File: src/verilog/arm_pkg.sv
`default_nettype none

package arm_pkg;

	typedef logic [31:0] word_t;     // instructions, pcs and the cpsr all share this width
	typedef logic [15:0] reg_mask_t; // one bit per architectural register, r15 stays clear

	// flag positions inside the cpsr
	localparam int CPSR_N = 31;
	localparam int CPSR_Z = 30;
	localparam int CPSR_C = 29;
	localparam int CPSR_V = 28;

	// the cond field in insn[31:28]
	typedef enum logic [3:0] {
		COND_EQ = 4'h0, COND_NE = 4'h1, COND_CS = 4'h2, COND_CC = 4'h3,
		COND_MI = 4'h4, COND_PL = 4'h5, COND_VS = 4'h6, COND_VC = 4'h7,
		COND_HI = 4'h8, COND_LS = 4'h9, COND_GE = 4'hA, COND_LT = 4'hB,
		COND_GT = 4'hC, COND_LE = 4'hD, COND_AL = 4'hE, COND_NV = 4'hF
	} cond_e;

	// data processing opcodes from insn[24:21]
	typedef enum logic [3:0] {
		ALU_AND = 4'h0, ALU_EOR = 4'h1, ALU_SUB = 4'h2, ALU_RSB = 4'h3,
		ALU_ADD = 4'h4, ALU_ADC = 4'h5, ALU_SBC = 4'h6, ALU_RSC = 4'h7,
		ALU_TST = 4'h8, ALU_TEQ = 4'h9, ALU_CMP = 4'hA, ALU_CMN = 4'hB,
		ALU_ORR = 4'hC, ALU_MOV = 4'hD, ALU_BIC = 4'hE, ALU_MVN = 4'hF
	} alu_op_e;

	// decode classes, listed in the order the decoder tries them
	typedef enum logic [4:0] {
		CLS_MUL,        // mul and mla
		CLS_MRS,        // psr to register
		CLS_MSR,        // register to whole psr
		CLS_MSR_FLAGS,  // register or immediate to psr flag bits
		CLS_SWP,        // atomic swap
		CLS_BX,         // branch and exchange
		CLS_HDATA_REG,  // halfword transfer with register offset
		CLS_HDATA_IMM,  // halfword transfer with immediate offset
		CLS_ALU,        // data processing
		CLS_UNDEF,      // the undefined hole inside the single transfer space
		CLS_LDRSTR,     // single data transfer
		CLS_LDMSTM,     // block data transfer
		CLS_BRANCH,     // b and bl
		CLS_LDCSTC,     // coprocessor data transfer
		CLS_CDP,        // coprocessor data operation
		CLS_MRCMCR,     // coprocessor register transfer
		CLS_SWI         // software interrupt
	} insn_class_e;

	// what an instruction reads and writes, as seen by the scoreboard
	typedef struct packed {
		logic      use_cpsr; // reads the flags, for its condition or a carry in
		reg_mask_t use_regs;
		logic      def_cpsr; // writes the flags
		reg_mask_t def_regs;
	} dep_t;

	// one pipeline slot from issue onwards
	typedef struct packed {
		logic  bubble; // slot is empty or was squashed
		word_t pc;
		word_t insn;
	} stage_t;

endpackage

`default_nettype wire

File: src/verilog/insn_deps.sv
`timescale 1ns/1ps
`default_nettype none

module insn_deps (
	input  wire arm_pkg::word_t insn,
	output arm_pkg::dep_t       deps
);

	localparam arm_pkg::reg_mask_t NO_PC = 16'h7FFF; // strips r15 out of a register list

	logic [3:0]           rn;       // multiply puts rd here
	logic [3:0]           rd;       // multiply puts its accumulate register here
	logic [3:0]           rs;
	logic [3:0]           rm;
	logic                 cond_used;
	arm_pkg::alu_op_e     alu_opc;
	arm_pkg::insn_class_e cls;

	assign rn = insn[19:16];
	assign rd = insn[15:12];
	assign rs = insn[11:8];
	assign rm = insn[3:0];
	assign alu_opc = arm_pkg::alu_op_e'(insn[24:21]);

	// AL and NV are decided without looking at the flags
	assign cond_used = (insn[31:28] != arm_pkg::COND_AL) && (insn[31:28] != arm_pkg::COND_NV);

	// the pc is always available, so it never shows up as a dependency
	function automatic arm_pkg::reg_mask_t idxbit(input logic [3:0] r);
		idxbit = (r == 4'd15) ? '0 : (arm_pkg::reg_mask_t'(1) << r);
	endfunction

	function automatic logic flags_only(input arm_pkg::alu_op_e op);
		flags_only = (op == arm_pkg::ALU_TST) || (op == arm_pkg::ALU_TEQ) ||
			(op == arm_pkg::ALU_CMP) || (op == arm_pkg::ALU_CMN);
	endfunction

	// LSL #0 passes the old carry through and ROR #0 is RRX, both read C
	function automatic logic shift_needs_carry(input logic [7:0] shift);
		shift_needs_carry = !shift[0] && (shift[7:3] == 5'd0) &&
			((shift[2:1] == 2'b00) || (shift[2:1] == 2'b11));
	endfunction

	// first match wins, so the narrow patterns sit above the wide ones they overlap
	always_comb
	begin
		casez (insn[27:0])
		28'b0000_00??_????_????_????_1001_????: cls = arm_pkg::CLS_MUL;
		28'b0001_0?00_1111_????_0000_0000_0000: cls = arm_pkg::CLS_MRS;
		28'b0001_0?10_1001_1111_0000_0000_????: cls = arm_pkg::CLS_MSR;
		28'b00?1_0?10_1000_1111_????_????_????: cls = arm_pkg::CLS_MSR_FLAGS;
		28'b0001_0?00_????_????_0000_1001_????: cls = arm_pkg::CLS_SWP;
		28'b0001_0010_1111_1111_1111_0001_????: cls = arm_pkg::CLS_BX;
		28'b000?_?0??_????_????_0000_1??1_????: cls = arm_pkg::CLS_HDATA_REG;
		28'b000?_?1??_????_????_????_1??1_????: cls = arm_pkg::CLS_HDATA_IMM;
		28'b00??_????_????_????_????_????_????: cls = arm_pkg::CLS_ALU;
		28'b011?_????_????_????_????_???1_????: cls = arm_pkg::CLS_UNDEF;
		28'b01??_????_????_????_????_????_????: cls = arm_pkg::CLS_LDRSTR;
		28'b100?_????_????_????_????_????_????: cls = arm_pkg::CLS_LDMSTM;
		28'b101?_????_????_????_????_????_????: cls = arm_pkg::CLS_BRANCH;
		28'b110?_????_????_????_????_????_????: cls = arm_pkg::CLS_LDCSTC;
		28'b1110_????_????_????_????_???0_????: cls = arm_pkg::CLS_CDP;
		28'b1110_????_????_????_????_???1_????: cls = arm_pkg::CLS_MRCMCR;
		28'b1111_????_????_????_????_????_????: cls = arm_pkg::CLS_SWI;
		default: cls = arm_pkg::CLS_UNDEF; // nothing lands here, the table is complete
		endcase
	end

	always_comb
	begin
		// most classes only read the flags for their condition
		deps = '{use_cpsr: cond_used, use_regs: '0, def_cpsr: 1'b0, def_regs: '0};
		case (cls)
		arm_pkg::CLS_MUL:
		begin
			deps.use_regs = (insn[21] ? idxbit(rd) : '0) | idxbit(rs) | idxbit(rm); // bit 21 is accumulate
			deps.def_cpsr = insn[20];
			deps.def_regs = idxbit(rn);
		end
		arm_pkg::CLS_MRS:
		begin
			deps.use_cpsr = cond_used || !insn[22]; // reading the cpsr itself rather than the spsr
			deps.def_regs = idxbit(rd);
		end
		arm_pkg::CLS_MSR:
		begin
			deps.use_regs = idxbit(rm);
			deps.def_cpsr = 1'b1;
		end
		arm_pkg::CLS_MSR_FLAGS:
		begin
			deps.use_regs = insn[25] ? '0 : idxbit(rm); // immediate form reads no register
			deps.def_cpsr = 1'b1;
		end
		arm_pkg::CLS_SWP:
		begin
			deps.use_regs = idxbit(rn) | idxbit(rm);
			deps.def_regs = idxbit(rd);
		end
		arm_pkg::CLS_BX: deps.use_regs = idxbit(rm);
		arm_pkg::CLS_HDATA_REG, arm_pkg::CLS_HDATA_IMM:
		begin
			// loads write rd, stores read it; only the register form has an rm
			deps.use_regs = idxbit(rn) | (insn[20] ? '0 : idxbit(rd)) |
				((cls == arm_pkg::CLS_HDATA_REG) ? idxbit(rm) : '0);
			deps.def_regs = insn[20] ? idxbit(rd) : '0;
		end
		arm_pkg::CLS_ALU:
		begin
			deps.use_cpsr = cond_used || (!insn[25] && shift_needs_carry(insn[11:4]));
			deps.use_regs = (insn[25] ? '0 : (insn[4] ? (idxbit(rs) | idxbit(rm)) : idxbit(rm))) |
				(((alu_opc != arm_pkg::ALU_MOV) && (alu_opc != arm_pkg::ALU_MVN)) ? idxbit(rn) : '0);
			deps.def_cpsr = insn[20];
			deps.def_regs = flags_only(alu_opc) ? '0 : idxbit(rd);
		end
		arm_pkg::CLS_LDRSTR:
		begin
			deps.use_regs = idxbit(rn) | (insn[25] ? idxbit(rm) : '0) | (insn[20] ? '0 : idxbit(rd));
			deps.def_regs = insn[20] ? idxbit(rd) : '0;
		end
		arm_pkg::CLS_LDMSTM:
		begin
			deps.use_regs = idxbit(rn) | (insn[20] ? '0 : (insn[15:0] & NO_PC));
			deps.def_cpsr = insn[22]; // the S bit, covers the spsr restore case too
			deps.def_regs = (insn[21] ? idxbit(rn) : '0) | (insn[20] ? (insn[15:0] & NO_PC) : '0);
		end
		arm_pkg::CLS_BRANCH: deps.def_regs = insn[24] ? idxbit(4'd14) : '0; // bl writes lr
		arm_pkg::CLS_LDCSTC:
		begin
			deps.use_regs = idxbit(rn);
			deps.def_regs = insn[21] ? idxbit(rn) : '0; // base writeback
		end
		arm_pkg::CLS_MRCMCR:
		begin
			deps.use_regs = insn[20] ? '0 : idxbit(rd);
			deps.def_regs = insn[20] ? idxbit(rd) : '0;
		end
		arm_pkg::CLS_CDP, arm_pkg::CLS_SWI: ; // condition only
		default: deps.use_cpsr = 1'b0; // undefined words carry no dependencies at all
		endcase
	end

endmodule

`default_nettype wire

File: src/verilog/cond_check.sv
`timescale 1ns/1ps
`default_nettype none

module cond_check (
	input  wire arm_pkg::cond_e cond,
	input  wire arm_pkg::word_t cpsr,
	output logic                cond_met
);

	logic n, z, c, v;

	assign n = cpsr[arm_pkg::CPSR_N];
	assign z = cpsr[arm_pkg::CPSR_Z];
	assign c = cpsr[arm_pkg::CPSR_C];
	assign v = cpsr[arm_pkg::CPSR_V];

	always_comb
	begin
		case (cond)
		arm_pkg::COND_EQ: cond_met = z;
		arm_pkg::COND_NE: cond_met = !z;
		arm_pkg::COND_CS: cond_met = c;
		arm_pkg::COND_CC: cond_met = !c;
		arm_pkg::COND_MI: cond_met = n;
		arm_pkg::COND_PL: cond_met = !n;
		arm_pkg::COND_VS: cond_met = v;
		arm_pkg::COND_VC: cond_met = !v;
		arm_pkg::COND_HI: cond_met = c && !z;       // unsigned higher
		arm_pkg::COND_LS: cond_met = !c || z;
		arm_pkg::COND_GE: cond_met = (n == v);      // signed compares go through n xor v
		arm_pkg::COND_LT: cond_met = (n != v);
		arm_pkg::COND_GT: cond_met = !z && (n == v);
		arm_pkg::COND_LE: cond_met = z || (n != v);
		arm_pkg::COND_AL: cond_met = 1'b1;
		default: cond_met = 1'b0; // NV never executes
		endcase
	end

endmodule

`default_nettype wire

File: src/verilog/issue_stage.sv
`timescale 1ns/1ps
`default_nettype none

module issue_stage (
	input  wire                 clk,
	input  wire                 rst,
	input  wire                 stall,     // freeze from the later stages
	input  wire                 flush,
	input  wire                 in_bubble,
	input  wire arm_pkg::word_t insn,
	input  wire arm_pkg::word_t pc,
	input  wire arm_pkg::dep_t  deps,
	input  wire                 cond_met,
	output logic                issue_stall,
	output arm_pkg::stage_t     issued
);

	// scoreboard slots, ex belongs to the slot in issued and mem to the one behind it
	// once an instruction is past memory its result counts as written
	logic               ex_def_cpsr;
	arm_pkg::reg_mask_t ex_def_regs;
	logic               mem_def_cpsr;
	arm_pkg::reg_mask_t mem_def_regs;

	logic waiting_cpsr;
	logic waiting_regs;
	logic waiting;
	logic squash;
	logic delayed_flush; // a flush that could not be applied while stalled

	assign waiting_cpsr = deps.use_cpsr && (ex_def_cpsr || mem_def_cpsr);
	assign waiting_regs = |(deps.use_regs & (ex_def_regs | mem_def_regs));
	assign waiting = waiting_cpsr || waiting_regs;

	// a bubble or a flushed slot has nothing to wait for, so only a live hazard holds upstream
	assign issue_stall = (waiting && !in_bubble && !flush) || stall;

	// anything that turns the outgoing slot into a bubble
	assign squash = in_bubble || waiting || !cond_met || flush || delayed_flush;

	always_ff @(posedge clk)
	begin
		if (rst)
			delayed_flush <= 1'b0;
		else if (flush && issue_stall)
			delayed_flush <= 1'b1; // cannot squash anything this cycle, keep it for later
		else if (!issue_stall)
			delayed_flush <= 1'b0; // a slot was taken this cycle and got squashed
	end

	always_ff @(posedge clk)
	begin
		if (rst)
		begin
			ex_def_cpsr <= 1'b0;
			ex_def_regs <= '0;
			mem_def_cpsr <= 1'b0;
			mem_def_regs <= '0;
		end
		else if (!stall)
		begin
			mem_def_cpsr <= ex_def_cpsr;
			mem_def_regs <= ex_def_regs;
			ex_def_cpsr <= squash ? 1'b0 : deps.def_cpsr; // squashed slots write nothing
			ex_def_regs <= squash ? '0 : deps.def_regs;
		end
	end

	// the issue register itself, pc and insn ride along without reset
	always_ff @(posedge clk)
	begin
		if (rst)
			issued.bubble <= 1'b1;
		else if (!stall)
		begin
			issued.bubble <= squash;
			issued.pc <= pc;
			issued.insn <= insn;
		end
	end

	// a slot held back by a hazard must not also leave as a live instruction
	a_hazard_issues_bubble: assert property (@(posedge clk) disable iff (rst)
		(issue_stall && !stall) |=> issued.bubble)
		else $error("issue_stage: hazarded slot issued live");

	// an empty slot in execute leaves nothing behind for later slots to wait on
	a_bubble_defines_nothing: assert property (@(posedge clk) disable iff (rst)
		issued.bubble |-> ((ex_def_regs == '0) && !ex_def_cpsr))
		else $error("issue_stage: empty issue slot still holds defines");

endmodule

`default_nettype wire

File: src/verilog/exec_mem_pipe.sv
`timescale 1ns/1ps
`default_nettype none

module exec_mem_pipe (
	input  wire                  clk,
	input  wire                  rst,
	input  wire                  stall,
	input  wire arm_pkg::stage_t issued,
	output arm_pkg::stage_t      retire
);

	// execute and memory stage registers
	// a later ALU hangs off ex_q and the data memory off mem_q
	arm_pkg::stage_t ex_q;
	arm_pkg::stage_t mem_q;

	always_ff @(posedge clk)
	begin
		if (rst)
		begin
			ex_q.bubble <= 1'b1; // only the bubble bits are control state
			mem_q.bubble <= 1'b1;
		end
		else if (!stall)
		begin
			ex_q <= issued;
			mem_q <= ex_q;
		end
	end

	assign retire = mem_q; // whatever leaves memory retires

endmodule

`default_nettype wire

File: src/verilog/issue_top.sv
`timescale 1ns/1ps
`default_nettype none

module issue_top (
	input  wire                 clk,
	input  wire                 rst,
	input  wire                 stall,     // global freeze from later stages
	input  wire                 flush,
	input  wire                 in_bubble, // marks an empty input slot
	input  wire arm_pkg::word_t insn,
	input  wire arm_pkg::word_t pc,
	input  wire arm_pkg::word_t cpsr,
	output logic                issue_stall, // upstream holds insn and pc while high
	output arm_pkg::stage_t     retire
);

	arm_pkg::dep_t   deps;
	arm_pkg::cond_e  cond;
	logic            cond_met;
	arm_pkg::stage_t issued;

	assign cond = arm_pkg::cond_e'(insn[31:28]);

	insn_deps u_deps (
		.insn (insn),
		.deps (deps)
	);

	cond_check u_cond (
		.cond     (cond),
		.cpsr     (cpsr),
		.cond_met (cond_met)
	);

	// stall goes to both the issue stage and the carrier so everything freezes together
	issue_stage u_issue (
		.clk         (clk),
		.rst         (rst),
		.stall       (stall),
		.flush       (flush),
		.in_bubble   (in_bubble),
		.insn        (insn),
		.pc          (pc),
		.deps        (deps),
		.cond_met    (cond_met),
		.issue_stall (issue_stall),
		.issued      (issued)
	);

	exec_mem_pipe u_exec_mem (
		.clk    (clk),
		.rst    (rst),
		.stall  (stall),
		.issued (issued),
		.retire (retire)
	);

endmodule

`default_nettype wire

File: config.mk
export PLATFORM = sky130hd
export DESIGN_NAME = issue_top
export DESIGN_NICKNAME = d
export VERILOG_FILES = /design/src/verilog/arm_pkg.sv /design/src/verilog/insn_deps.sv /design/src/verilog/cond_check.sv /design/src/verilog/issue_stage.sv /design/src/verilog/exec_mem_pipe.sv /design/src/verilog/issue_top.sv
export SDC_FILE = /design/constraint.sdc
export NUM_CORES = 1
export LEC_CHECK = 0
export ABC_CLOCK_PERIOD_IN_PS = 11800
export BUFFER_PORTS_ARGS = -buffer_cell sky130_fd_sc_hd__buf_2
export CAP_MARGIN = 20
export CORE_ASPECT_RATIO = 0.6
export CORE_MARGIN = 2
export CORE_UTILIZATION = 45
export DETAILED_ROUTE_END_ITERATION = 7
export GPL_TIMING_DRIVEN = 0
export HOLD_SLACK_MARGIN = 0.1
export MAX_ROUTING_LAYER = met4
export PLACE_DENSITY = 0.74
export SETUP_SLACK_MARGIN = 0.05
export SLEW_MARGIN = 40
export SYNTH_ARGS = -nofsm -noshare
export SYNTH_HDL_FRONTEND = slang
export SYNTH_SLANG_ARGS = --single-unit
File: constraint.sdc
create_clock -name clk -period 11.8 [get_ports clk]
set_input_delay 0.59 -clock clk [delete_from_list [all_inputs] [get_ports clk]]
set_output_delay 0.59 -clock clk [all_outputs]
set_load 0.01 [all_outputs]
==> summary.txt <==
Worst Hold Class: primary input to flip-flop
Fin. max-slew vios: 0
RR Startpoint: u_issue.ex_def_regs[4]$_SDFFE_PP0N_
Layout area overhead: 18.9%
Top Metal Used: met4
DP Worst Slack: 6630 ps
Wire length on met1: 17,700 µm
DR pass1 iterations: 6
Initial antenna violation count: 0
Post_cts resized: 0
Net count after synthesis: 1,020
RSZ-0062 raised after global routing: false
Hold-fix buffers, CTS: 0
Initial Utilization: 46.0%
Top cells by area, synth: edfxtp_1 (54%), dfxtp_1 (6.8%), nor2_1 (2.6%), nand2_1 (2.6%), a21oi_1 (2.3%)
Status: finished, final reports clean
R2R cell count: 8
Worst setup startpoint: insn[8]
H-tree depth: 1
# diodes: 0
Worst-margin pin slew: 910 ps
CTS root buffer: clkbuf_16
Die Ht: 123 µm
Mapped Area: 10,600 µm²
Routability cong.: 0.984
DR iter-0 viols: 1,041
Most frequent cells after synthesis: edfxtp_1 (192), nor2_1 (75), nand2_1 (73)
DRT Wirelength: 37,300 µm
Clock sinks: 228
Largest net degree at the start of global routing: 24
TritonCTS Buffers: 21
Register area: 6490 µm²
Netlist cell types: 85
Met3 wire length: 4100 µm
Hold Worst Slack: 257 ps
Final setup TNS: 0 ps
IO Count: 167
Antenna-violating nets left: 0
Kind of critical path: primary input to primary output
Placed cell areas: 12,000 µm²
Pwr Density: 135 nW/µm²
Synth top area share: 54.2%
Post-Synthesis Cells: 919
Post-CTS setup buffer count: 0
Final Core Density: 54.7%
Core area: 23,100 µm²
Die Area: 24,900 µm²
Worst hold path startpoint: pc[14]
Tot Pwr: 1.71 mW
Count leader, synth: edfxtp_1
GRT Util Overall: 31.0%
CP arrival: 4730 ps
#FFs+latches synth: 228
Reg clk slew, reported paths: 60 ps
Multi-input logic area: 3860 µm²
DP HPWL: 28,900 µm
Clock tree buffer depth: 3
Critical Path RT: 11,210 ps
GRT overflow: 0
Crit path launch type: primary input
Max-slew headroom: 38.9%
Input/output buffers: 137
Yosys warns: 0
Design Area, Final: 12,600 µm²
EDFF count, synth: 192
Setup Skew: 10.8 ps
Setup slack, reg-to-reg: 8730 ps
Layout cell share with drive strength beyond 1: 20.7%
Die width: 202 µm
First-pass GRT wire length: 53,900 µm
CP max FO: 10
Worst r2r dst: u_issue.issued[64]$_SDFFE_PP1N_
CP endpoint kind: primary output
Fin nets: 1,191
Fillers: 2,059
Met2 WL: 14,900 µm
Max VDD drop: 0.103 mV
Rows: 43
Via count: 8,908
Worst setup margin: 6480 ps
Hold Path Cell Cnt: 1
Fin crit share: 45.1%
Async SR Flop Fraction: 0%
Highest clock rate: 188 MHz
Clk Latency, worst-skew pair: 510 ps
Vias/cell: 6.30
Hold endpoint: u_issue.issued[46]$_DFFE_PP_
Finish-stage setup viols: 0
Synth Area per Inst: 11.6 µm²
Area leader, netlist: edfxtp_1
CTS tree: built
Period minus WS final: 5320 ps
Finished Layout Cells: 1,415
Vias in the first global route: 8,065
Placed cells: 1,382
DRC: 0
MaxCap Viol Count: 0
WL/cell: 26.3 µm
Leakage: 4.26 nW
Sequential share of the synthesized area: 61.0%
Prevailing post-synth register cell: edfxtp_1
Hold Violations, Final: 0
worst max-delay path by stage:
| stage | to | slack [ps] | cells past startpoint |
|---|---|---|---|
| after floorplan | u_issue.ex_def_regs[14]$_SDFFE_PP0N_ | 1090 | 8 |
| after global placement | u_issue.ex_def_regs[14]$_SDFFE_PP0N_ | -2660 | 8 |
| after detailed placement | issue_stall | 6630 | 12 |
| after CTS | issue_stall | 6600 | 12 |
| after global routing | issue_stall | 6300 | 12 |
| final | issue_stall | 6480 | 12 |
cell usage in the layout, fill, tap and decap left out, drive strengths merged, types with 7 or more instances in the layout:
cell type and count:
a211oi 12, a21oi 49, a22oi 27, a31oi 18, a32oi 7, and2 7, buf 172, clkbuf 72
dfxtp 36, edfxtp 192, inv 8, mux2i 19, nand2 74, nand2b 19, nand3 21, nand4 25
nor2 76, nor2b 17, nor3 24, nor4 15, o21ai 58, o221ai 12, o22ai 17, or3 7
registers in the layout (all words and copies together) (netlist names):
name	flops
u_exec_mem.retire	65
u_issue.mem_def_cpsr	1
u_exec_mem.ex_q	65
u_issue.ex_def_regs	15
u_issue.delayed_flush	1
u_issue.issued	65
u_issue.ex_def_cpsr	1
u_issue.mem_def_regs	15
area by class of cell:
type	instances	area share [%]
plain buffers	69	2.52
clock inverters	6	0.425
repair buffers	148	7.56
flip-flops and latches	228	51.3
well taps	315	3.12
multi-input cells	614	30.5
clock buffers	27	4.33
inverters	8	0.237
layer usage:
layer	track usage, %	vias to the layer above
li1	-	3940
met1	48.0	4420
met2	40.7	498
met3	7.35	50
met4	6.43	0
met5	-	-
logic make-up after synthesis:
logic type             synth area share (%)
XOR/XNOR                              0.329
AND/OR/NAND/NOR                        16.9
multiplexers                           2.00
AO/OA/AOI/OAI                          16.5
buffers and inverters                  3.28
flip-flops                             61.0
critical path, cell delays in order:
cell     delay (ps)
buf_2           140
nor4_4          710
nand4_4         250
nor4_2          820
nor4_1          220
nor2_1          210
nor3_1           80
a31o_1          210
o32ai_1         440
nand4_1         540
o22a_1          350
buf_2           150
power breakdown:
| group | switching (mW) | total (mW) | internal [mW] |
|---|---|---|---|
| clock | 0.274 | 0.620 | 0.347 |
| sequential | 0.00735 | 0.914 | 0.906 |
| combinational | 0.119 | 0.174 | 0.0547 |
| total | 0.400 | 1.71 | 1.31 |
No activity file was read; power rests on OpenSTA's default activity.
